### src/source/knight_params.svh
////////////////////
// Step sizes, nudge offsets and limits for the knight command processor.
// Include wherever a block needs one of these values.
////////////////////
`ifndef KNIGHT_PARAMS_SVH
`define KNIGHT_PARAMS_SVH

// Nonzero selects the large simulation step sizes.
`define KN_FAST_SIM 1

// Speed step per gyro reading.
`define KN_INC_AMT ((`KN_FAST_SIM != 0) ? 10'd32 : 10'd3)
`define KN_DEC_AMT ((`KN_FAST_SIM != 0) ? 10'd64 : 10'd6)

// Error offsets when an outer IR sensor sees the line.
`define KN_NUDGE_LFT  ((`KN_FAST_SIM != 0) ? 12'h1FF : 12'h05F)
`define KN_NUDGE_RGHT ((`KN_FAST_SIM != 0) ? 12'hE00 : 12'hFA1)

// Error magnitude that counts as aligned.
`define KN_ALIGN_THRESH 12'h02C

// Default number of queued commands.
`define KN_QUEUE_DEPTH 2

`endif

### src/source/cmd_pkg.sv
////////////////////
// Types for Bluetooth command words and the decoded entries
// passed from the intake through the queue.
////////////////////
package cmd_pkg;

  typedef logic [15:0] cmd_word_t;         // Raw word from the receiver.

  typedef enum logic [3:0] {
    CAL     = 4'h2,                        // Gyro calibration.
    MOV     = 4'h4,                        // Plain move.
    FANFARE = 4'h5,                        // Move with fanfare at the end.
    TOUR    = 4'h6                         // Hand off to the tour block.
  } opcode_t;

  typedef logic [3:0] square_cnt_t;        // Squares to travel.

  typedef logic signed [11:0] heading_t;   // Heading or heading error.

endpackage

### src/source/motion_pkg.sv
////////////////////
// Types for the motion side: controller states, forward speed
// and the centre-line pulse count.
////////////////////
package motion_pkg;

  typedef enum logic [2:0] {
    IDLE,                                  // Waiting for a queued command.
    CALIBRATE,                             // Gyro calibration running.
    ALIGN,                                 // Turning to the new heading.
    ACCEL,                                 // Ramping up and counting lines.
    DECEL                                  // Ramping down to a stop.
  } motion_state_t;

  typedef logic [9:0] speed_t;             // Forward speed to the PID.

  typedef logic [4:0] pulse_cnt_t;         // Centre IR rising edges, two per square.

endpackage

### src/source/cmd_intake.sv
////////////////////
// Takes one word from the Bluetooth receiver, decodes it
// and offers the entry to the queue by valid/ready.
////////////////////
module cmd_intake import cmd_pkg::*; (
  input  logic        clk,
  input  logic        rst_n,
  input  cmd_word_t   cmd,            // Word from the receiver.
  input  logic        cmd_rdy,        // Receiver holds a word.
  input  logic        ent_ready,      // Queue can take the entry.
  output logic        clr_cmd_rdy,    // Word consumed this cycle.
  output logic        ent_valid,
  output opcode_t     ent_op,
  output square_cnt_t ent_squares,
  output heading_t    ent_heading
);

  cmd_word_t slot;                    // Held command word.
  logic      full;                    // Slot occupied.
  logic      capture;

  assign capture     = cmd_rdy & ~full;  // Only an empty slot takes a word.
  assign clr_cmd_rdy = capture;

  always_ff @(posedge clk, negedge rst_n) begin
    if (!rst_n)
      full <= 1'b0;
    else if (capture)
      full <= 1'b1;
    else if (ent_valid && ent_ready)
      full <= 1'b0;                   // Entry moved into the queue.
  end

  always_ff @(posedge clk) begin
    if (capture)
      slot <= cmd;
  end

  assign ent_valid   = full;
  assign ent_op      = opcode_t'(slot[15:12]);
  assign ent_squares = slot[3:0];
  // Nonzero heading fields get 0xF appended, zero stays zero.
  assign ent_heading = (slot[11:4] == 8'h00) ? heading_t'(0) : heading_t'({slot[11:4], 4'hF});

  // Receiver lets go of its ready the cycle after the clear.
  a_rdy_dropped: assert property (@(posedge clk) disable iff (!rst_n)
    clr_cmd_rdy |=> !cmd_rdy);

endmodule

### src/source/cmd_queue.sv
////////////////////
// Circular FIFO of decoded commands, so a new command can be
// accepted while the robot is still busy with the previous one.
////////////////////
`include "knight_params.svh"

module cmd_queue import cmd_pkg::*; #(
  parameter int depth = `KN_QUEUE_DEPTH
) (
  input  logic        clk,
  input  logic        rst_n,
  input  logic        ent_valid,
  input  opcode_t     ent_op,
  input  square_cnt_t ent_squares,
  input  heading_t    ent_heading,
  input  logic        q_ready,        // Controller pops.
  output logic        ent_ready,
  output logic        q_valid,
  output opcode_t     q_op,
  output square_cnt_t q_squares,
  output heading_t    q_heading
);

  localparam int ptr_w = (depth > 1) ? $clog2(depth) : 1;
  localparam int cnt_w = $clog2(depth + 1);

  opcode_t     op_mem [depth];
  square_cnt_t sq_mem [depth];
  heading_t    hd_mem [depth];

  logic [ptr_w-1:0] wr_ptr;
  logic [ptr_w-1:0] rd_ptr;
  logic [cnt_w-1:0] count;
  logic             wr;
  logic             rd;

  assign ent_ready = (count != cnt_w'(depth));  // Full queue stalls the intake.
  assign q_valid   = (count != '0);
  assign wr        = ent_valid & ent_ready;
  assign rd        = q_valid & q_ready;

  assign q_op      = op_mem[rd_ptr];
  assign q_squares = sq_mem[rd_ptr];
  assign q_heading = hd_mem[rd_ptr];

  always_ff @(posedge clk) begin
    if (wr) begin
      op_mem[wr_ptr] <= ent_op;
      sq_mem[wr_ptr] <= ent_squares;
      hd_mem[wr_ptr] <= ent_heading;
    end
  end

  ////////////////////
  // Pointers and fill count.
  ////////////////////
  always_ff @(posedge clk, negedge rst_n) begin
    if (!rst_n) begin
      wr_ptr <= '0;
      rd_ptr <= '0;
      count  <= '0;
    end else begin
      if (wr)
        wr_ptr <= (wr_ptr == ptr_w'(depth - 1)) ? '0 : wr_ptr + 1'b1;  // Wrap at depth.
      if (rd)
        rd_ptr <= (rd_ptr == ptr_w'(depth - 1)) ? '0 : rd_ptr + 1'b1;
      if (wr && !rd)
        count <= count + 1'b1;
      else if (rd && !wr)
        count <= count - 1'b1;
    end
  end

  // Intake holds its entry steady until the queue takes it.
  a_ent_held: assert property (@(posedge clk) disable iff (!rst_n)
    ent_valid && !ent_ready |=> ent_valid && $stable(ent_op) &&
    $stable(ent_squares) && $stable(ent_heading));

endmodule

### src/source/speed_ramp.sv
////////////////////
// Forward speed register. Ramps on each gyro reading while the
// controller asks for it; cleared before each move.
////////////////////
`include "knight_params.svh"

module speed_ramp import motion_pkg::*; (
  input  logic   clk,
  input  logic   rst_n,
  input  logic   clr,                 // Start a move from standstill.
  input  logic   inc,                 // Ramp up.
  input  logic   dec,                 // Ramp down.
  input  logic   heading_rdy,         // New gyro reading, paces the ramp.
  output speed_t frwrd,
  output logic   zero                 // Speed is zero.
);

  logic max_spd;

  assign zero    = (frwrd == '0);
  assign max_spd = &frwrd[9:8];       // Both top bits set.

  always_ff @(posedge clk, negedge rst_n) begin
    if (!rst_n)
      frwrd <= '0;
    else if (clr)
      frwrd <= '0;
    else if (heading_rdy) begin
      if (inc && !max_spd)
        frwrd <= frwrd + `KN_INC_AMT;
      else if (dec && !zero)
        // Last step lands on zero instead of wrapping.
        frwrd <= (frwrd > `KN_DEC_AMT) ? frwrd - `KN_DEC_AMT : '0;
    end
  end

  a_inc_dec_excl: assert property (@(posedge clk) disable iff (!rst_n)
    !(inc && dec));

endmodule

### src/source/heading_error.sv
////////////////////
// Holds the desired heading of the current move and forms the
// error for the PID, nudged by the outer IR sensors.
////////////////////
`include "knight_params.svh"

module heading_error import cmd_pkg::*; (
  input  logic     clk,
  input  logic     rst_n,
  input  logic     load,              // New move popped.
  input  heading_t desired,           // Heading from the queue head.
  input  heading_t heading,           // Gyro heading.
  input  logic     lft_ir,            // Drifted onto the left line.
  input  logic     rght_ir,           // Drifted onto the right line.
  output heading_t error,
  output logic     aligned            // Close enough to start moving.
);

  heading_t   desired_r;
  heading_t   nudge;
  logic [11:0] err_abs;

  always_ff @(posedge clk, negedge rst_n) begin
    if (!rst_n)
      desired_r <= '0;
    else if (load)
      desired_r <= desired;
  end

  // Left wins when both see a line.
  assign nudge = lft_ir  ? heading_t'(`KN_NUDGE_LFT) :
                 rght_ir ? heading_t'(`KN_NUDGE_RGHT) :
                           heading_t'(0);

  assign error   = heading - desired_r + nudge;
  assign err_abs = error[11] ? -error : error;
  assign aligned = (err_abs < `KN_ALIGN_THRESH);

endmodule

### src/source/motion_ctrl.sv
////////////////////
// Command FSM. Pops one queued command per completed command,
// counts centre-line crossings and drives all pulse outputs.
////////////////////
module motion_ctrl import cmd_pkg::*, motion_pkg::*; (
  input  logic        clk,
  input  logic        rst_n,
  input  logic        q_valid,
  input  opcode_t     q_op,
  input  square_cnt_t q_squares,
  input  logic        cal_done,       // Gyro calibration finished.
  input  logic        cntr_ir,        // Centre IR over a line.
  input  logic        aligned,        // Heading error small.
  input  logic        zero,           // Speed at zero.
  output logic        q_ready,        // Pop the queue head.
  output logic        load_heading,
  output logic        strt_cal,
  output logic        send_resp,
  output logic        tour_go,
  output logic        fanfare_go,
  output logic        moving,         // Lets the gyro integrate yaw.
  output logic        clr_speed,
  output logic        inc_speed,
  output logic        dec_speed
);

  motion_state_t state;
  motion_state_t nxt_state;
  opcode_t       op_r;                // Opcode of the running command.
  square_cnt_t   squares_r;
  pulse_cnt_t    pulse_cnt;
  logic          cntr_prev;
  logic          pulse;
  logic          move_done;
  logic          pop;

  assign q_ready = (state == IDLE);   // One pop per finished command.
  assign pop     = q_valid & q_ready;

  ////////////////////
  // Centre-line counting.
  ////////////////////
  assign pulse     = cntr_ir & ~cntr_prev;                 // Rising edge.
  assign move_done = (pulse_cnt == {squares_r, 1'b0});     // Two lines per square.

  always_ff @(posedge clk, negedge rst_n) begin
    if (!rst_n) begin
      cntr_prev <= 1'b0;
      pulse_cnt <= '0;
    end else begin
      cntr_prev <= cntr_ir;
      if (load_heading)
        pulse_cnt <= '0;
      else if (pulse)
        pulse_cnt <= pulse_cnt + 1'b1;
    end
  end

  always_ff @(posedge clk) begin
    if (pop) begin
      op_r      <= q_op;
      squares_r <= q_squares;
    end
  end

  always_ff @(posedge clk, negedge rst_n) begin
    if (!rst_n)
      state <= IDLE;
    else
      state <= nxt_state;
  end

  always_comb begin
    nxt_state    = state;
    load_heading = 1'b0;
    strt_cal     = 1'b0;
    send_resp    = 1'b0;
    tour_go      = 1'b0;
    fanfare_go   = 1'b0;
    moving       = 1'b0;
    clr_speed    = 1'b0;
    inc_speed    = 1'b0;
    dec_speed    = 1'b0;

    case (state)
      CALIBRATE: begin
        if (cal_done) begin
          send_resp = 1'b1;
          nxt_state = IDLE;
        end
      end

      ALIGN: begin
        moving = 1'b1;                // Turning in place counts as moving.
        if (aligned) begin
          clr_speed = 1'b1;
          nxt_state = ACCEL;
        end
      end

      ACCEL: begin
        moving    = 1'b1;
        inc_speed = 1'b1;
        if (move_done) begin
          fanfare_go = (op_r == FANFARE);
          nxt_state  = DECEL;
        end
      end

      DECEL: begin
        dec_speed = 1'b1;
        if (zero) begin
          send_resp = 1'b1;
          nxt_state = IDLE;
        end else
          moving = 1'b1;
      end

      default: begin                  // IDLE.
        if (pop) begin
          case (q_op)
            TOUR:    tour_go = 1'b1;  // No response, the tour block answers.
            CAL: begin
              strt_cal  = 1'b1;
              nxt_state = CALIBRATE;
            end
            MOV, FANFARE: begin
              load_heading = 1'b1;
              nxt_state    = ALIGN;
            end
            default: ;                // Unknown opcode is dropped.
          endcase
        end
      end
    endcase
  end

  // Ramp up always starts from standstill.
  a_accel_from_rest: assert property (@(posedge clk) disable iff (!rst_n)
    state == ALIGN && aligned |=> zero);

endmodule

### src/source/cmd_proc.sv
////////////////////
// Knight command processor top. Intake, queue and motion FSM,
// with the speed ramp and heading error feeding the PID.
////////////////////
`include "knight_params.svh"

module cmd_proc import cmd_pkg::*, motion_pkg::*; (
  input  logic      clk,
  input  logic      rst_n,
  input  cmd_word_t cmd,              // Bluetooth command word.
  input  logic      cmd_rdy,
  input  logic      cal_done,
  input  heading_t  heading,          // Gyro heading.
  input  logic      heading_rdy,
  input  logic      lft_ir,
  input  logic      cntr_ir,
  input  logic      rght_ir,
  output logic      clr_cmd_rdy,
  output logic      send_resp,
  output logic      strt_cal,
  output logic      moving,
  output heading_t  error,            // To the PID.
  output speed_t    frwrd,            // To the PID.
  output logic      tour_go,
  output logic      fanfare_go
);

  logic        ent_valid;
  logic        ent_ready;
  opcode_t     ent_op;
  square_cnt_t ent_squares;
  heading_t    ent_heading;
  logic        q_valid;
  logic        q_ready;
  opcode_t     q_op;
  square_cnt_t q_squares;
  heading_t    q_heading;
  logic        load_heading;
  logic        aligned;
  logic        zero;
  logic        clr_speed;
  logic        inc_speed;
  logic        dec_speed;

  cmd_intake u_intake (
    .clk(clk), .rst_n(rst_n), .cmd(cmd), .cmd_rdy(cmd_rdy), .ent_ready(ent_ready),
    .clr_cmd_rdy(clr_cmd_rdy), .ent_valid(ent_valid), .ent_op(ent_op),
    .ent_squares(ent_squares), .ent_heading(ent_heading)
  );

  cmd_queue #(.depth(`KN_QUEUE_DEPTH)) u_queue (
    .clk(clk), .rst_n(rst_n), .ent_valid(ent_valid), .ent_op(ent_op),
    .ent_squares(ent_squares), .ent_heading(ent_heading), .q_ready(q_ready),
    .ent_ready(ent_ready), .q_valid(q_valid), .q_op(q_op), .q_squares(q_squares),
    .q_heading(q_heading)
  );

  motion_ctrl u_ctrl (
    .clk(clk), .rst_n(rst_n), .q_valid(q_valid), .q_op(q_op), .q_squares(q_squares),
    .cal_done(cal_done), .cntr_ir(cntr_ir), .aligned(aligned), .zero(zero),
    .q_ready(q_ready), .load_heading(load_heading), .strt_cal(strt_cal),
    .send_resp(send_resp), .tour_go(tour_go), .fanfare_go(fanfare_go),
    .moving(moving), .clr_speed(clr_speed), .inc_speed(inc_speed), .dec_speed(dec_speed)
  );

  speed_ramp u_ramp (
    .clk(clk), .rst_n(rst_n), .clr(clr_speed), .inc(inc_speed), .dec(dec_speed),
    .heading_rdy(heading_rdy), .frwrd(frwrd), .zero(zero)
  );

  heading_error u_herr (
    .clk(clk), .rst_n(rst_n), .load(load_heading), .desired(q_heading),
    .heading(heading), .lft_ir(lft_ir), .rght_ir(rght_ir), .error(error),
    .aligned(aligned)
  );

endmodule

### config.mk
export PLATFORM = sky130hd
export DESIGN_NAME = cmd_proc
export DESIGN_NICKNAME = d
export VERILOG_FILES = /design/src/source/cmd_pkg.sv /design/src/source/motion_pkg.sv /design/src/source/cmd_intake.sv /design/src/source/cmd_queue.sv /design/src/source/speed_ramp.sv /design/src/source/heading_error.sv /design/src/source/motion_ctrl.sv /design/src/source/cmd_proc.sv
export VERILOG_INCLUDE_DIRS = /design/src /design/src/source
export SDC_FILE = /design/constraint.sdc
export NUM_CORES = 1
export LEC_CHECK = 0
export ABC_AREA = 1
export BUFFER_PORTS_ARGS = -buffer_cell sky130_fd_sc_hd__buf_2
export CAP_MARGIN = 20
export CELL_PAD_IN_SITES_DETAIL_PLACEMENT = 1
export CELL_PAD_IN_SITES_GLOBAL_PLACEMENT = 1
export CORE_ASPECT_RATIO = 1.4
export CORE_MARGIN = 2
export CORE_UTILIZATION = 48
export CTS_CLUSTER_DIAMETER = 100
export DETAILED_ROUTE_END_ITERATION = 8
export PLACE_DENSITY_LB_ADDON = 0.1
export SKIP_LAST_GASP = 1
export SYNTH_ARGS = -nofsm -noshare
export SYNTH_HDL_FRONTEND = slang
export SYNTH_SLANG_ARGS = --single-unit
### constraint.sdc
create_clock -name clk -period 5.87 [get_ports clk]
set_clock_uncertainty 0.1 [all_clocks]
set_input_delay 1.174 -clock clk [delete_from_list [all_inputs] [get_ports clk]]
set_output_delay 1.174 -clock clk [all_outputs]
set_load 0.01 [all_outputs]
==> results of run 1 <==
==> flip-flops by register name, indices dropped and copies added, names as in the netlist, 5 cells and up <==
register,flops
u_queue.hd_mem,18
u_intake.slot,16
u_herr.desired_r,9
u_queue.op_mem,8
u_queue.sq_mem,8
u_ctrl.pulse_cnt,5
u_ramp.frwrd,5
==> area by class of cell <==
| class | instances | area [um2] | area share (%) |
|---|---|---|---|
| multi-input combinational | 360 | 2140 | 36.6 |
| timing repair buffer | 62 | 320 | 5.48 |
| inverter | 117 | 439 | 7.51 |
| tap | 138 | 173 | 2.95 |
| clock buffer | 10 | 239 | 4.09 |
| sequential | 86 | 2440 | 41.8 |
| clock inverter | 6 | 92.6 | 1.58 |
==> routing by layer <==
layer / global-route usage [%] / share of wire, % / wire length [um]
met1: 20.0 / 37 / 4200
met2: 43.0 / 58 / 6580
met3: 3.29 / 2.7 / 302
met4: 8.91 / 2.6 / 301
met5: 0 / 0 / 0
==> stage by stage <==
step           instances  hold WS, ns  instance area (um2)  utilization (%)
2_1_floorplan        581        0.321                 5110                -
3_3_place_gp         762        0.322                 5510             53.2
3_5_place_dp         762        0.342                 5510             53.2
4_1_cts              778        0.361                 5840             56.4
5_1_grt              779        0.370                 5840             56.5
6_report             779        0.356                 5840             56.5
==> worst min path at each step <==
stage | to | cells after the start
after floorplan | u_queue.op_mem[0][0] | 0
after global placement | u_queue.sq_mem[0][3] | 0
after detailed placement | u_queue.sq_mem[1][0] | 0
after CTS | u_queue.sq_mem[1][0] | 0
after global routing | u_queue.sq_mem[0][0] | 0
final | u_queue.sq_mem[1][0] | 0
==> power groups by stage <==
stage          clock network, W  registers [W]  logic (W)
3_5_place_dp                  0        0.00108    0.00209
4_1_cts                0.000631        0.00108    0.00211
5_1_grt                0.000650        0.00110    0.00238
6_report               0.000614        0.00107    0.00209
2_1_floorplan                 0        0.00102    0.00157
3_3_place_gp                  0        0.00106    0.00199
==> cell families after synthesis <==
family                     share of synthesized area (%)
and+or+nand+nor                                     22.9
buffers and inverters                               10.4
DFF                                                 47.9
AOI/OAI and AO/OA                                   6.56
adders and majority gates                           8.99
xor gates and xnor gates                            1.72
muxes                                               1.47
other                                             0.0736
==> cells in the final DEF (no fill, tap or decap), drive strengths merged <==
cell / netlist / layout
nand4: 6 / 6
xnor2: 6 / 6
nor4: 5 / 5
bufinv: 0 / 2
mux2: 4 / 4
clkinvlp: 0 / 2
o211ai: 1 / 1
a211oi: 1 / 1
nand2: 148 / 148
o2111ai: 1 / 1
a21oi: 21 / 21
ha: 19 / 19
a21boi: 1 / 1
and3: 1 / 1
nor2: 37 / 37
conb: 1 / 5
o22ai: 2 / 2
clkinv: 1 / 2
buf: 8 / 62
clkbuf: 10 / 10
o21a: 1 / 1
inv: 116 / 117
nand3: 44 / 44
mux2i: 3 / 3
xor2: 4 / 4
a2111oi: 1 / 1
nor3b: 1 / 1
nor3: 6 / 6
a31oi: 3 / 3
dfrtp: 28 / 28
o21ai: 27 / 27
o21bai: 1 / 1
fa: 11 / 11
edfxtp: 58 / 58
==> impl_results.html, run 1 <==
<table>
<tr><th>Metric</th><th>Value</th></tr>
<tr><th colspan="2">Outcome</th></tr>
<tr><td>Status</td><td>finished, final reports clean</td></tr>
<tr><th colspan="2">Clock network</th></tr>
<tr><td>H-Tree Level Count</td><td>3</td></tr>
<tr><td>Buffers inserted by post-CTS timing repair</td><td>0</td></tr>
<tr><td>PostCTS Resize Cnt</td><td>0</td></tr>
<tr><td>Total of hold buffers inserted after clock tree synthesis</td><td>0</td></tr>
<tr><td>TritonCTS clock tree</td><td>done</td></tr>
<tr><td>Total clock sinks</td><td>86</td></tr>
<tr><td>Post-CTS clock slew at the launch and capture registers of the worst setup and hold paths</td><td>approximately 0.060 ns</td></tr>
<tr><td>Clock Latency Late Sink</td><td>approximately 0.34 ns</td></tr>
<tr><td>Maximum clock path buffer count</td><td>2</td></tr>
<tr><td>CTS root buffer</td><td>sky130_fd_sc_hd__clkbuf_16</td></tr>
<tr><td>Number of buffers created by CTS</td><td>9</td></tr>
<tr><th colspan="2">Pwr</th></tr>
<tr><td>Power density relative to cell area</td><td>between 600 and 700 nW/um2</td></tr>
<tr><td>Worst supply voltage drop on vdd</td><td>0.335 mV</td></tr>
<tr><td>Switch Pwr</td><td>about 0.0018 W</td></tr>
<tr><td>LEAKAGE</td><td>around 2.9 nW</td></tr>
<tr><td>Switching Fraction</td><td>about 46%</td></tr>
<tr><td>Sequential share of power</td><td>between 20% and 30%</td></tr>
<tr><td>Total power draw</td><td>between 0.003 and 0.004 W</td></tr>
<tr><td>Fraction of power consumed by the clock network</td><td>between 10% and 20%</td></tr>
<tr><td>Cell Int Power</td><td>0.00202 W</td></tr>
<tr><td>Combinational power share</td><td>55.3%</td></tr>
<tr><th colspan="2">Placement</th></tr>
<tr><td>Final Wtd Congestion</td><td>around 0.84</td></tr>
<tr><td>DP HPWL</td><td>roughly 9 mm</td></tr>
<tr><td>Quantity of I/O buffers inserted on ports</td><td>58</td></tr>
<tr><td>Dpl ws</td><td>approximately 0.76 ns</td></tr>
<tr><th colspan="2">Timing</th></tr>
<tr><td>Minimum clock period</td><td>5.04 ns</td></tr>
<tr><td>Setup repair after global routing missed its margin</td><td>false</td></tr>
<tr><td>Fin crit share</td><td>around 86%</td></tr>
<tr><td>Sum of negative setup slack</td><td>0 ns</td></tr>
<tr><td>Worst Setup Slack, final</td><td>around 0.83 ns</td></tr>
<tr><td>Number of setup violations in the final report</td><td>0</td></tr>
<tr><td>Hold Vio Cnt, Final</td><td>0</td></tr>
<tr><td>Max-slew violation total from the final report</td><td>0</td></tr>
<tr><td>Slew at the pin with the worst max-slew slack</td><td>about 0.9 ns</td></tr>
<tr><td>Maximum achievable frequency</td><td>a little under 200 MHz</td></tr>
<tr><td>Relative slew slack</td><td>41.6%</td></tr>
<tr><th colspan="2">Flow run</th></tr>
<tr><td>Total of max-cap violations</td><td>0</td></tr>
<tr><th colspan="2">Setup path</th></tr>
<tr><td>Crit path max-delay cell type</td><td>sky130_fd_sc_hd__fa_1</td></tr>
<tr><td>Flop2flop setup slack</td><td>~2.5 ns</td></tr>
<tr><td>Kind of capture point of the worst setup path</td><td>primary output</td></tr>
<tr><td>Crit-path cells</td><td>buf_2, inv_1, nand2_1, fa_1, inv_1, ha_1, inv_1, nor3_1, nand2_1, nand2_1, xnor2_1, clkinv_1, buf_2</td></tr>
<tr><td>Path type of the worst setup path</td><td>input port to primary output</td></tr>
<tr><td>Worst path max stage delay</td><td>0.53 ns</td></tr>
<tr><td>Beginning of the worst register-to-register path</td><td>u_herr.desired_r[3]</td></tr>
<tr><td>Register-to-Register Path Depth</td><td>19</td></tr>
<tr><td>Top cell family by delay on the critical path</td><td>buffers and inverters</td></tr>
<tr><td>Max Fanout on Critical Path</td><td>11</td></tr>
<tr><td>Critical path launch point type</td><td>input port</td></tr>
<tr><td>Crit path from</td><td>lft_ir</td></tr>
<tr><td>Total number of cells along the worst setup path</td><td>13</td></tr>
<tr><td>Required arrival time at the worst endpoint</td><td>4.60 ns</td></tr>
<tr><td>Timing endpoint of the critical path</td><td>error[10]</td></tr>
<tr><td>Worst Path Buf+Inv</td><td>6</td></tr>
<tr><td>Worst EP arrival</td><td>approximately 3.8 ns</td></tr>
<tr><td>Terminus of the critical flop-to-flop path</td><td>u_ctrl.state[2]</td></tr>
<tr><th colspan="2">Layout</th></tr>
<tr><td>Layout fillers</td><td>~1.2k</td></tr>
<tr><td>Fraction of layout cells with a size suffix above 1</td><td>a little under a fifth</td></tr>
<tr><td>Total Nets Final</td><td>702</td></tr>
<tr><td>Final antenna diode count</td><td>0</td></tr>
<tr><td>Area Growth Syn to Fin</td><td>14.7%</td></tr>
<tr><th colspan="2">Synthesis</th></tr>
<tr><td>FF+latch count, synth</td><td>86</td></tr>
<tr><td>Synth top cells by count</td><td>sky130_fd_sc_hd__nand2_1, sky130_fd_sc_hd__inv_1, sky130_fd_sc_hd__edfxtp_1, sky130_fd_sc_hd__nand3_1</td></tr>
<tr><td>Cells taking the most area after synthesis</td><td>sky130_fd_sc_hd__edfxtp_1, sky130_fd_sc_hd__dfrtp_1, sky130_fd_sc_hd__nand2_1, sky130_fd_sc_hd__inv_1, sky130_fd_sc_hd__ha_1</td></tr>
<tr><td>Most instantiated library cell after synthesis</td><td>sky130_fd_sc_hd__nand2_1</td></tr>
<tr><td>Post-Synthesis Cell Area</td><td>5100 um2</td></tr>
<tr><td>Top cell type's share of synthesized area</td><td>~34%</td></tr>
<tr><td>Number of enable-type register cells in the synthesized netlist</td><td>58</td></tr>
<tr><td>Share of the yosys chip area belonging to registers</td><td>47.9%</td></tr>
<tr><td>Dominant synthesized flop cell</td><td>sky130_fd_sc_hd__edfxtp_1</td></tr>
<tr><td>Cells after Synth</td><td>577</td></tr>
<tr><td>Count of unique library cells instantiated by Yosys</td><td>between 40 and 50</td></tr>
<tr><td>Average cell area after synthesis</td><td>approximately 8.8 um2</td></tr>
<tr><td>Cell type contributing the most total cell area after synthesis</td><td>sky130_fd_sc_hd__edfxtp_1</td></tr>
<tr><td>Share of synthesized registers carrying an async set or reset</td><td>about a third</td></tr>
<tr><td>Count of warnings emitted by yosys</td><td>0</td></tr>
<tr><th colspan="2">Floorplanning</th></tr>
<tr><td>Starting utilization of the core area</td><td>between 40% and 50%</td></tr>
<tr><td>Die Height</td><td>around 130 um</td></tr>
<tr><td>Num rows</td><td>44</td></tr>
<tr><td>Full die area</td><td>11500 um2</td></tr>
<tr><td>Top-level port count</td><td>between 60 and 70</td></tr>
<tr><td>Chip width</td><td>~91 um</td></tr>
<tr><td>Standard cell core area</td><td>around 10000 um2</td></tr>
<tr><th colspan="2">GRT</th></tr>
<tr><td>Global-route wire length before repair</td><td>about 19 mm</td></tr>
<tr><td>Global routing usage summed across all routing layers</td><td>21.0%</td></tr>
<tr><td>Number of global-route vias before repair</td><td>4316</td></tr>
<tr><td>Initial antenna violation count</td><td>0</td></tr>
<tr><td>Largest net degree at the start of global routing</td><td>30</td></tr>
<tr><td>Total congestion overflow after global routing</td><td>0</td></tr>
<tr><th colspan="2">Routing</th></tr>
<tr><td>Drt via density</td><td>between 5 and 6</td></tr>
<tr><td>Final wirelength</td><td>around 11 mm</td></tr>
<tr><td>Starting DRT DRC Count</td><td>96</td></tr>
<tr><td>1st-pass router iterations</td><td>4</td></tr>
<tr><td>DRC violations left</td><td>0</td></tr>
<tr><td>Residual antenna-violating net count after detailed routing</td><td>0</td></tr>
<tr><td>DR vias</td><td>3950</td></tr>
<tr><td>Routed WL per cell</td><td>14.6 um</td></tr>
<tr><th colspan="2">Min path</th></tr>
<tr><td>Source of the worst hold timing path</td><td>u_intake.slot[0]</td></tr>
<tr><td>Type of the most critical hold path</td><td>register to register</td></tr>
</table>
No activity file was read; power rests on OpenSTA's default activity.
==> inputs of run 2 (changes only) <==
Settings changed: RECOVER_POWER set to 25.
==> run 2 against run 1 <==
  * Non-clock buffer count is the same
  * Final cell count unchanged
  * Maximum frequency unchanged
  * Critical endpoint unchanged
  * Highest routed layer unchanged
==> impl_results.html, run 2 (synthesized netlist as in run 1, its figures left out) <==
<table>
<tr><th>Metric</th><th>Value</th></tr>
<tr><th colspan="2">Outcome</th></tr>
<tr><td>Status</td><td>finished, final reports clean (unchanged)</td></tr>
<tr><th colspan="2">Routing</th></tr>
<tr><td>Final wirelength</td><td>11.4 mm (about the same)</td></tr>
<tr><td>Drt via density</td><td>5.07 (unchanged)</td></tr>
<tr><td>Starting DRT DRC Count</td><td>96 (unchanged)</td></tr>
<tr><td>Routed WL per cell</td><td>14.6 um (about the same)</td></tr>
<tr><td>DRC violations left</td><td>0 (unchanged)</td></tr>
<tr><td>DR vias</td><td>3950 (unchanged)</td></tr>
<tr><td>Residual antenna-violating net count after detailed routing</td><td>0 (unchanged)</td></tr>
<tr><td>1st-pass router iterations</td><td>4 (unchanged)</td></tr>
<tr><th colspan="2">Clock network</th></tr>
<tr><td>Total clock sinks</td><td>86 (unchanged)</td></tr>
<tr><td>Maximum clock path buffer count</td><td>2 (unchanged)</td></tr>
<tr><td>Total of hold buffers inserted after clock tree synthesis</td><td>0 (unchanged)</td></tr>
<tr><td>Post-CTS clock slew at the launch and capture registers of the worst setup and hold paths</td><td>0.06 ns (about the same)</td></tr>
<tr><td>H-Tree Level Count</td><td>3 (unchanged)</td></tr>
<tr><td>PostCTS Resize Cnt</td><td>0 (unchanged)</td></tr>
<tr><td>TritonCTS clock tree</td><td>done (unchanged)</td></tr>
<tr><td>Number of buffers created by CTS</td><td>9 (unchanged)</td></tr>
<tr><td>Buffers inserted by post-CTS timing repair</td><td>0 (unchanged)</td></tr>
<tr><td>CTS root buffer</td><td>sky130_fd_sc_hd__clkbuf_16 (unchanged)</td></tr>
<tr><td>Clock Latency Late Sink</td><td>0.34 ns (about the same)</td></tr>
<tr><th colspan="2">Layout</th></tr>
<tr><td>Total Nets Final</td><td>702 (unchanged)</td></tr>
<tr><td>Layout fillers</td><td>1248 (was 1247)</td></tr>
<tr><td>Number of flip-flops in the largest register</td><td>18 (unchanged)</td></tr>
<tr><td>Final antenna diode count</td><td>0 (unchanged)</td></tr>
<tr><td>Most frequent standard cell in the layout excluding fill and tap cells</td><td>sky130_fd_sc_hd__nand2_1 (unchanged)</td></tr>
<tr><td>Most frequent cells in the layout</td><td>sky130_fd_sc_hd__nand2_1, sky130_fd_sc_hd__inv_1, sky130_fd_sc_hd__edfxtp_1, sky130_fd_sc_hd__buf_2, sky130_fd_sc_hd__nand3_1 (was sky130_fd_sc_hd__nand2_1, sky130_fd_sc_hd__inv_1, sky130_fd_sc_hd__buf_2, sky130_fd_sc_hd__edfxtp_1, sky130_fd_sc_hd__nand3_1)</td></tr>
<tr><td>Final Instance Area</td><td>5840 um2 (about the same)</td></tr>
<tr><td>Largest register by flop count</td><td>u_queue.hd_mem (unchanged)</td></tr>
<tr><td>Biggest registers after layout</td><td>u_queue.hd_mem x18, u_intake.slot x16, u_herr.desired_r x9 (unchanged)</td></tr>
<tr><td>Fraction of layout cells with a size suffix above 1</td><td>18.9% (was 19.0%)</td></tr>
<tr><td>Area Growth Syn to Fin</td><td>14.7% (about the same)</td></tr>
<tr><td>Final core occ</td><td>56.5% (about the same)</td></tr>
<tr><th colspan="2">Timing</th></tr>
<tr><td>Slew at the pin with the worst max-slew slack</td><td>0.876 ns (unchanged)</td></tr>
<tr><td>Hold Vio Cnt, Final</td><td>0 (unchanged)</td></tr>
<tr><td>Fin crit share</td><td>85.9% (unchanged)</td></tr>
<tr><td>Max-slew violation total from the final report</td><td>0 (unchanged)</td></tr>
<tr><td>Number of setup violations in the final report</td><td>0 (unchanged)</td></tr>
<tr><td>Final Hold Slack</td><td>0.356 ns (unchanged)</td></tr>
<tr><td>Setup repair after global routing missed its margin</td><td>false (unchanged)</td></tr>
<tr><td>Relative slew slack</td><td>41.6% (unchanged)</td></tr>
<tr><td>Maximum achievable frequency</td><td>198 MHz (unchanged)</td></tr>
<tr><td>Minimum clock period</td><td>5.04 ns (unchanged)</td></tr>
<tr><td>Sum of negative setup slack</td><td>0 ns (unchanged)</td></tr>
<tr><th colspan="2">Floorplanning</th></tr>
<tr><td>Full die area</td><td>11500 um2 (unchanged)</td></tr>
<tr><td>Die Height</td><td>126 um (unchanged)</td></tr>
<tr><td>Chip width</td><td>91.1 um (unchanged)</td></tr>
<tr><td>Top-level port count</td><td>64 (unchanged)</td></tr>
<tr><td>Standard cell core area</td><td>10300 um2 (unchanged)</td></tr>
<tr><td>Num rows</td><td>44 (unchanged)</td></tr>
<tr><td>Starting utilization of the core area</td><td>49.2% (unchanged)</td></tr>
<tr><th colspan="2">Pwr</th></tr>
<tr><td>LEAKAGE</td><td>2.86 nW (about the same)</td></tr>
<tr><td>Total power draw</td><td>0.00377 W (was 0.00378 W)</td></tr>
<tr><td>Power density relative to cell area</td><td>646 nW/um2 (about the same)</td></tr>
<tr><td>Worst supply voltage drop on vdd</td><td>0.335 mV (unchanged)</td></tr>
<tr><th colspan="2">GRT</th></tr>
<tr><td>Total congestion overflow after global routing</td><td>0 (unchanged)</td></tr>
<tr><td>Initial antenna violation count</td><td>0 (unchanged)</td></tr>
<tr><td>Global routing usage summed across all routing layers</td><td>21.0% (unchanged)</td></tr>
<tr><td>Largest net degree at the start of global routing</td><td>30 (unchanged)</td></tr>
<tr><td>Met2 usage</td><td>43.0% (unchanged)</td></tr>
<tr><td>GR met3 Demand/Resource</td><td>3.29% (unchanged)</td></tr>
<tr><td>Number of global-route vias before repair</td><td>4316 (unchanged)</td></tr>
<tr><td>Global routing's busiest layer</td><td>met2 (unchanged)</td></tr>
<tr><td>Global-route wire length before repair</td><td>19.1 mm (unchanged)</td></tr>
<tr><td>Met1 track utilization from global routing</td><td>20.0% (unchanged)</td></tr>
<tr><th colspan="2">Placement</th></tr>
<tr><td>Quantity of I/O buffers inserted on ports</td><td>58 (unchanged)</td></tr>
<tr><td>DP HPWL</td><td>8.82 mm (unchanged)</td></tr>
<tr><td>Placed cell area</td><td>5510 um2 (unchanged)</td></tr>
<tr><td>Final Wtd Congestion</td><td>0.835 (unchanged)</td></tr>
<tr><th colspan="2">Setup path</th></tr>
<tr><td>Worst EP arrival</td><td>3.77 ns (about the same)</td></tr>
<tr><td>Register-to-Register Path Depth</td><td>19 (unchanged)</td></tr>
<tr><td>Flop2flop setup slack</td><td>2.54 ns (about the same)</td></tr>
<tr><td>Path type of the worst setup path</td><td>input port to primary output (unchanged)</td></tr>
<tr><td>Terminus of the critical flop-to-flop path</td><td>u_ctrl.state[2] (unchanged)</td></tr>
<tr><td>Crit-path cells</td><td>buf_2, inv_1, nand2_1, fa_1, inv_1, ha_1, inv_1, nor3_1, nand2_1, nand2_1, xnor2_1, clkinv_1, buf_2 (unchanged)</td></tr>
<tr><td>Critical path launch point type</td><td>input port (unchanged)</td></tr>
<tr><td>Beginning of the worst register-to-register path</td><td>u_herr.desired_r[3] (unchanged)</td></tr>
<tr><td>Worst path max stage delay</td><td>0.53 ns (about the same)</td></tr>
<tr><td>Crit path max-delay cell type</td><td>sky130_fd_sc_hd__fa_1 (unchanged)</td></tr>
<tr><td>Max Fanout on Critical Path</td><td>11 (unchanged)</td></tr>
<tr><td>Crit path from</td><td>lft_ir (unchanged)</td></tr>
<tr><td>Required arrival time at the worst endpoint</td><td>4.60 ns (about the same)</td></tr>
<tr><td>Timing endpoint of the critical path</td><td>error[10] (unchanged)</td></tr>
<tr><td>Kind of capture point of the worst setup path</td><td>primary output (unchanged)</td></tr>
<tr><th colspan="2">Min path</th></tr>
<tr><td>Type of the most critical hold path</td><td>register to register (unchanged)</td></tr>
<tr><th colspan="2">Flow run</th></tr>
<tr><td>Total of max-cap violations</td><td>0 (unchanged)</td></tr>
</table>
[run 2: where the power goes]
part / internal (W) / leakage [nW] / switching, W
Sequential: 0.000909 / 0.887 / 0.000165
Combinational: 0.000728 / 1.82 / 0.00136
Clock: 0.000386 / 0.155 / 0.000228
[run 2: stage by stage]
step / cells / setup WS (ns)
2_1_floorplan: 581 / 1.35
4_1_cts: 778 / 0.760
3_5_place_dp: 762 / 0.760
6_report: 779 / 0.830
3_3_place_gp: 762 / 0.829
5_1_grt: 779 / 0.494
[run 2: routing by layer]
layer | wire [um] | share of wire [%] | up-vias
li1 | - | - | 1949
met1 | 4200 | 37 | 1925
met2 | 6580 | 58 | 58
met3 | 302 | 2.7 | 18
met4 | 301 | 2.6 | 0
met5 | 0 | 0 | -
[run 2: layout make-up]
| cell class | count | area (um2) | area share [%] |
|---|---|---|---|
| sequential | 86 | 2440 | 41.8 |
| multi-input combinational | 360 | 2140 | 36.6 |
| inverter | 117 | 439 | 7.52 |
| timing repair buffer | 62 | 319 | 5.46 |
| clock buffer | 10 | 239 | 4.09 |
| tap | 138 | 173 | 2.96 |
| clock inverter | 6 | 92.6 | 1.58 |
[run 2: critical path, delay by kind of cell]
kind                     cells  cell delay (ns)
XOR/XNOR                     1             0.18
adder cells (fa/ha/maj)      2             0.88
buffers and inverters        6             0.99
AND/OR/NAND/NOR              4             0.54
[run 2: how the worst min path moves through the flow]
stage	startpoint	to	slack, ns	depth (start not counted)
finish	u_intake.slot[0]	u_queue.sq_mem[1][0]	0.36	0
floorplan	u_intake.slot[12]	u_queue.op_mem[0][0]	0.32	0
global route	u_intake.slot[0]	u_queue.sq_mem[0][0]	0.37	0
global placement	u_intake.slot[3]	u_queue.sq_mem[0][3]	0.32	0
CTS	u_intake.slot[0]	u_queue.sq_mem[1][0]	0.36	0
detailed placement	u_intake.slot[0]	u_queue.sq_mem[1][0]	0.34	0
==> inputs of run 3 (changes only) <==
--- a/config.mk
+++ b/config.mk
@@ -14,5 +14,5 @@
 export CORE_ASPECT_RATIO = 1.4
 export CORE_MARGIN = 2
-export CORE_UTILIZATION = 48
+export CORE_UTILIZATION = 40
 export CTS_CLUSTER_DIAMETER = 100
 export DETAILED_ROUTE_END_ITERATION = 8
--- a/constraint.sdc
+++ b/constraint.sdc
@@ -3,3 +3,3 @@
 set_input_delay 1.174 -clock clk [delete_from_list [all_inputs] [get_ports clk]]
 set_output_delay 1.174 -clock clk [all_outputs]
-set_load 0.01 [all_outputs]
+set_load 0.005 [all_outputs]
==> run 3 against run 2 <==
  * Power shrank 3.7%
  * Final cell count is 1.5% higher
  * Die area increased by 19%
  * Register-to-register slack gained 0.04 ns
  * Combinational power down 3%
  * Critical path depth unchanged
  * Core utilization shrank 9.5 points
  * Via count is 0.81% lower
  * Cell area fell by 0.49%
==> impl_results.html, run 3 (synthesized netlist as in run 1, its figures left out) <==
<table>
<tr><th>Metric</th><th>Value</th></tr>
<tr><th colspan="2">Setup path</th></tr>
<tr><td>Max Fanout on Critical Path</td><td>11 (unchanged)</td></tr>
<tr><td>Required arrival time at the worst endpoint</td><td>4.60 ns (about the same)</td></tr>
<tr><td>Path type of the worst setup path</td><td>input port to primary output (unchanged)</td></tr>
<tr><td>Critical path launch point type</td><td>input port (unchanged)</td></tr>
<tr><td>Worst EP arrival</td><td>3.75 ns (was 3.77 ns)</td></tr>
<tr><td>Kind of capture point of the worst setup path</td><td>primary output (unchanged)</td></tr>
<tr><th colspan="2">Clock network</th></tr>
<tr><td>TritonCTS clock tree</td><td>done (unchanged)</td></tr>
<tr><td>CTS root buffer</td><td>sky130_fd_sc_hd__clkbuf_16 (unchanged)</td></tr>
<tr><td>Total clock sinks</td><td>86 (unchanged)</td></tr>
<tr><td>Buffers inserted by post-CTS timing repair</td><td>0 (unchanged)</td></tr>
<tr><td>Total of hold buffers inserted after clock tree synthesis</td><td>0 (unchanged)</td></tr>
<tr><td>Maximum clock path buffer count</td><td>2 (unchanged)</td></tr>
<tr><td>Clock Latency Late Sink</td><td>0.33 ns (was 0.34 ns)</td></tr>
<tr><td>Number of buffers created by CTS</td><td>9 (unchanged)</td></tr>
<tr><td>PostCTS Resize Cnt</td><td>0 (unchanged)</td></tr>
<tr><td>H-Tree Level Count</td><td>3 (unchanged)</td></tr>
<tr><td>Post-CTS clock slew at the launch and capture registers of the worst setup and hold paths</td><td>0.06 ns (about the same)</td></tr>
<tr><th colspan="2">Timing</th></tr>
<tr><td>Setup repair after global routing missed its margin</td><td>false (unchanged)</td></tr>
<tr><td>Sum of negative setup slack</td><td>0 ns (unchanged)</td></tr>
<tr><td>Slew at the pin with the worst max-slew slack</td><td>0.880 ns (was 0.876 ns)</td></tr>
<tr><td>Maximum achievable frequency</td><td>199 MHz (was 198 MHz)</td></tr>
<tr><td>Hold Vio Cnt, Final</td><td>0 (unchanged)</td></tr>
<tr><td>Fin crit share</td><td>85.6% (was 85.9%)</td></tr>
<tr><td>Worst Setup Slack, final</td><td>0.843 ns (was 0.830 ns)</td></tr>
<tr><td>Minimum clock period</td><td>5.03 ns (was 5.04 ns)</td></tr>
<tr><td>Relative slew slack</td><td>41.3% (was 41.6%)</td></tr>
<tr><td>Number of setup violations in the final report</td><td>0 (unchanged)</td></tr>
<tr><td>Max-slew violation total from the final report</td><td>0 (unchanged)</td></tr>
<tr><th colspan="2">Pwr</th></tr>
<tr><td>LEAKAGE</td><td>2.84 nW (was 2.86 nW)</td></tr>
<tr><td>Worst supply voltage drop on vdd</td><td>0.285 mV (was 0.335 mV)</td></tr>
<tr><td>Power density relative to cell area</td><td>625 nW/um2 (was 646 nW/um2)</td></tr>
<tr><th colspan="2">Routing</th></tr>
<tr><td>Routed WL per cell</td><td>13.7 um (was 14.6 um)</td></tr>
<tr><td>Residual antenna-violating net count after detailed routing</td><td>0 (unchanged)</td></tr>
<tr><td>Starting DRT DRC Count</td><td>74 (was 96)</td></tr>
<tr><td>DR vias</td><td>3918 (was 3950)</td></tr>
<tr><td>1st-pass router iterations</td><td>4 (unchanged)</td></tr>
<tr><td>Drt via density</td><td>4.95 (was 5.07)</td></tr>
<tr><td>DRC violations left</td><td>0 (unchanged)</td></tr>
<tr><td>Final wirelength</td><td>10.8 mm (was 11.4 mm)</td></tr>
<tr><th colspan="2">Placement</th></tr>
<tr><td>Final Wtd Congestion</td><td>0.811 (was 0.835)</td></tr>
<tr><td>DP HPWL</td><td>8.78 mm (was 8.82 mm)</td></tr>
<tr><td>Quantity of I/O buffers inserted on ports</td><td>58 (unchanged)</td></tr>
<tr><td>Dpl ws</td><td>0.782 ns (was 0.760 ns)</td></tr>
<tr><th colspan="2">Floorplanning</th></tr>
<tr><td>Chip width</td><td>99.4 um (was 91.1 um)</td></tr>
<tr><td>Standard cell core area</td><td>12400 um2 (was 10300 um2)</td></tr>
<tr><td>Die Height</td><td>138 um (was 126 um)</td></tr>
<tr><td>Starting utilization of the core area</td><td>41.2% (was 49.2%)</td></tr>
<tr><td>Top-level port count</td><td>64 (unchanged)</td></tr>
<tr><td>Full die area</td><td>13700 um2 (was 11500 um2)</td></tr>
<tr><td>Num rows</td><td>48 (was 44)</td></tr>
<tr><th colspan="2">GRT</th></tr>
<tr><td>Global-route wire length before repair</td><td>18.7 mm (was 19.1 mm)</td></tr>
<tr><td>Global routing usage summed across all routing layers</td><td>17.1% (was 21.0%)</td></tr>
<tr><td>Number of global-route vias before repair</td><td>4188 (was 4316)</td></tr>
<tr><td>Total congestion overflow after global routing</td><td>0 (unchanged)</td></tr>
<tr><td>Largest net degree at the start of global routing</td><td>30 (unchanged)</td></tr>
<tr><td>Initial antenna violation count</td><td>0 (unchanged)</td></tr>
<tr><th colspan="2">Outcome</th></tr>
<tr><td>Status</td><td>finished, final reports clean (unchanged)</td></tr>
<tr><th colspan="2">Layout</th></tr>
<tr><td>Fraction of layout cells with a size suffix above 1</td><td>18.7% (was 18.9%)</td></tr>
<tr><td>Most frequent standard cell in the layout excluding fill and tap cells</td><td>sky130_fd_sc_hd__nand2_1 (unchanged)</td></tr>
<tr><td>Area Growth Syn to Fin</td><td>14.1% (was 14.7%)</td></tr>
<tr><td>Final antenna diode count</td><td>0 (unchanged)</td></tr>
<tr><td>Total Nets Final</td><td>702 (unchanged)</td></tr>
<tr><td>Final core occ</td><td>47.0% (was 56.5%)</td></tr>
<tr><td>Biggest registers after layout</td><td>u_queue.hd_mem x18, u_intake.slot x16, u_herr.desired_r x9 (unchanged)</td></tr>
<tr><td>Largest register by flop count</td><td>u_queue.hd_mem (unchanged)</td></tr>
<tr><td>Most frequent cells in the layout</td><td>sky130_fd_sc_hd__nand2_1, sky130_fd_sc_hd__inv_1, sky130_fd_sc_hd__buf_2, sky130_fd_sc_hd__edfxtp_1, sky130_fd_sc_hd__nand3_1 (was sky130_fd_sc_hd__nand2_1, sky130_fd_sc_hd__inv_1, sky130_fd_sc_hd__edfxtp_1, sky130_fd_sc_hd__buf_2, sky130_fd_sc_hd__nand3_1)</td></tr>
<tr><td>Number of flip-flops in the largest register</td><td>18 (unchanged)</td></tr>
<tr><th colspan="2">Flow run</th></tr>
<tr><td>Total of max-cap violations</td><td>0 (unchanged)</td></tr>
<tr><th colspan="2">Min path</th></tr>
<tr><td>Type of the most critical hold path</td><td>register to register (unchanged)</td></tr>
</table>
[run 3: routing by layer]
metal / vias to the layer above / wire [um] / GRT usage (%)
met1: 1870 / 4300 / 18.6
met2: 76 / 5910 / 32.1
met4: 0 / 336 / 7.76
met3: 24 / 296 / 3.09
met5: - / 0 / 0
li1: 1948 / - / -
[run 3: path summary, 6_finish.rpt]
path	startpoint	endpoint	slack (ns)	depth (start not counted)
worst max-delay path	lft_ir	error[10]	0.84	13
worst min-delay path	u_intake.slot[12]	u_queue.op_mem[0][0]	0.34	0
worst max register to register	u_herr.desired_r[3]	u_ctrl.state[2]	2.58	20
worst min register to register	u_intake.slot[12]	u_queue.op_mem[0][0]	0.34	0
max in group asynchronous	rst_n	u_herr.desired_r[10]	4.46	1
min in group asynchronous	rst_n	u_ramp.frwrd[7]	0.77	1
[run 3: cell type report]
| type | instances | area, um2 |
|---|---|---|
| clock buffer | 10 | 229 |
| timing repair buffer | 62 | 317 |
| sequential | 86 | 2440 |
| multi-input combinational | 360 | 2140 |
| fill | 1483 | 6560 |
| inverter | 117 | 439 |
| clock inverter | 6 | 61.3 |
| tap | 150 | 188 |
[run 3: metrics by stage]
step | cells | cell area, um2 | power, W | hold WS, ns
after floorplan | 581 | 5110 | 0.00254 | 0.321
after global placement | 774 | 5520 | 0.00302 | 0.323
after detailed placement | 774 | 5520 | 0.00312 | 0.330
after CTS | 790 | 5810 | 0.00369 | 0.347
after global routing | 791 | 5810 | 0.00403 | 0.367
final | 791 | 5810 | 0.00364 | 0.344
[run 3: worst max-delay path: stages]
cell and delay, ns:
sky130_fd_sc_hd__buf_2 0.10, sky130_fd_sc_hd__inv_1 0.41, sky130_fd_sc_hd__nand2_1 0.22, sky130_fd_sc_hd__fa_1 0.53, sky130_fd_sc_hd__inv_1 0.04, sky130_fd_sc_hd__ha_1 0.35
sky130_fd_sc_hd__nand3_1 0.10, sky130_fd_sc_hd__nand2_1 0.05, sky130_fd_sc_hd__nor2_1 0.09, sky130_fd_sc_hd__nand2_1 0.07, sky130_fd_sc_hd__xnor2_1 0.30, sky130_fd_sc_hd__clkinv_1 0.17
sky130_fd_sc_hd__buf_2 0.16
[run 3: power by group]
part | switching (W) | internal [W] | total (W)
clock network | 0.000221 | 0.000329 | 0.000550
logic | 0.00130 | 0.000722 | 0.00202
registers | 0.000159 | 0.000908 | 0.00107
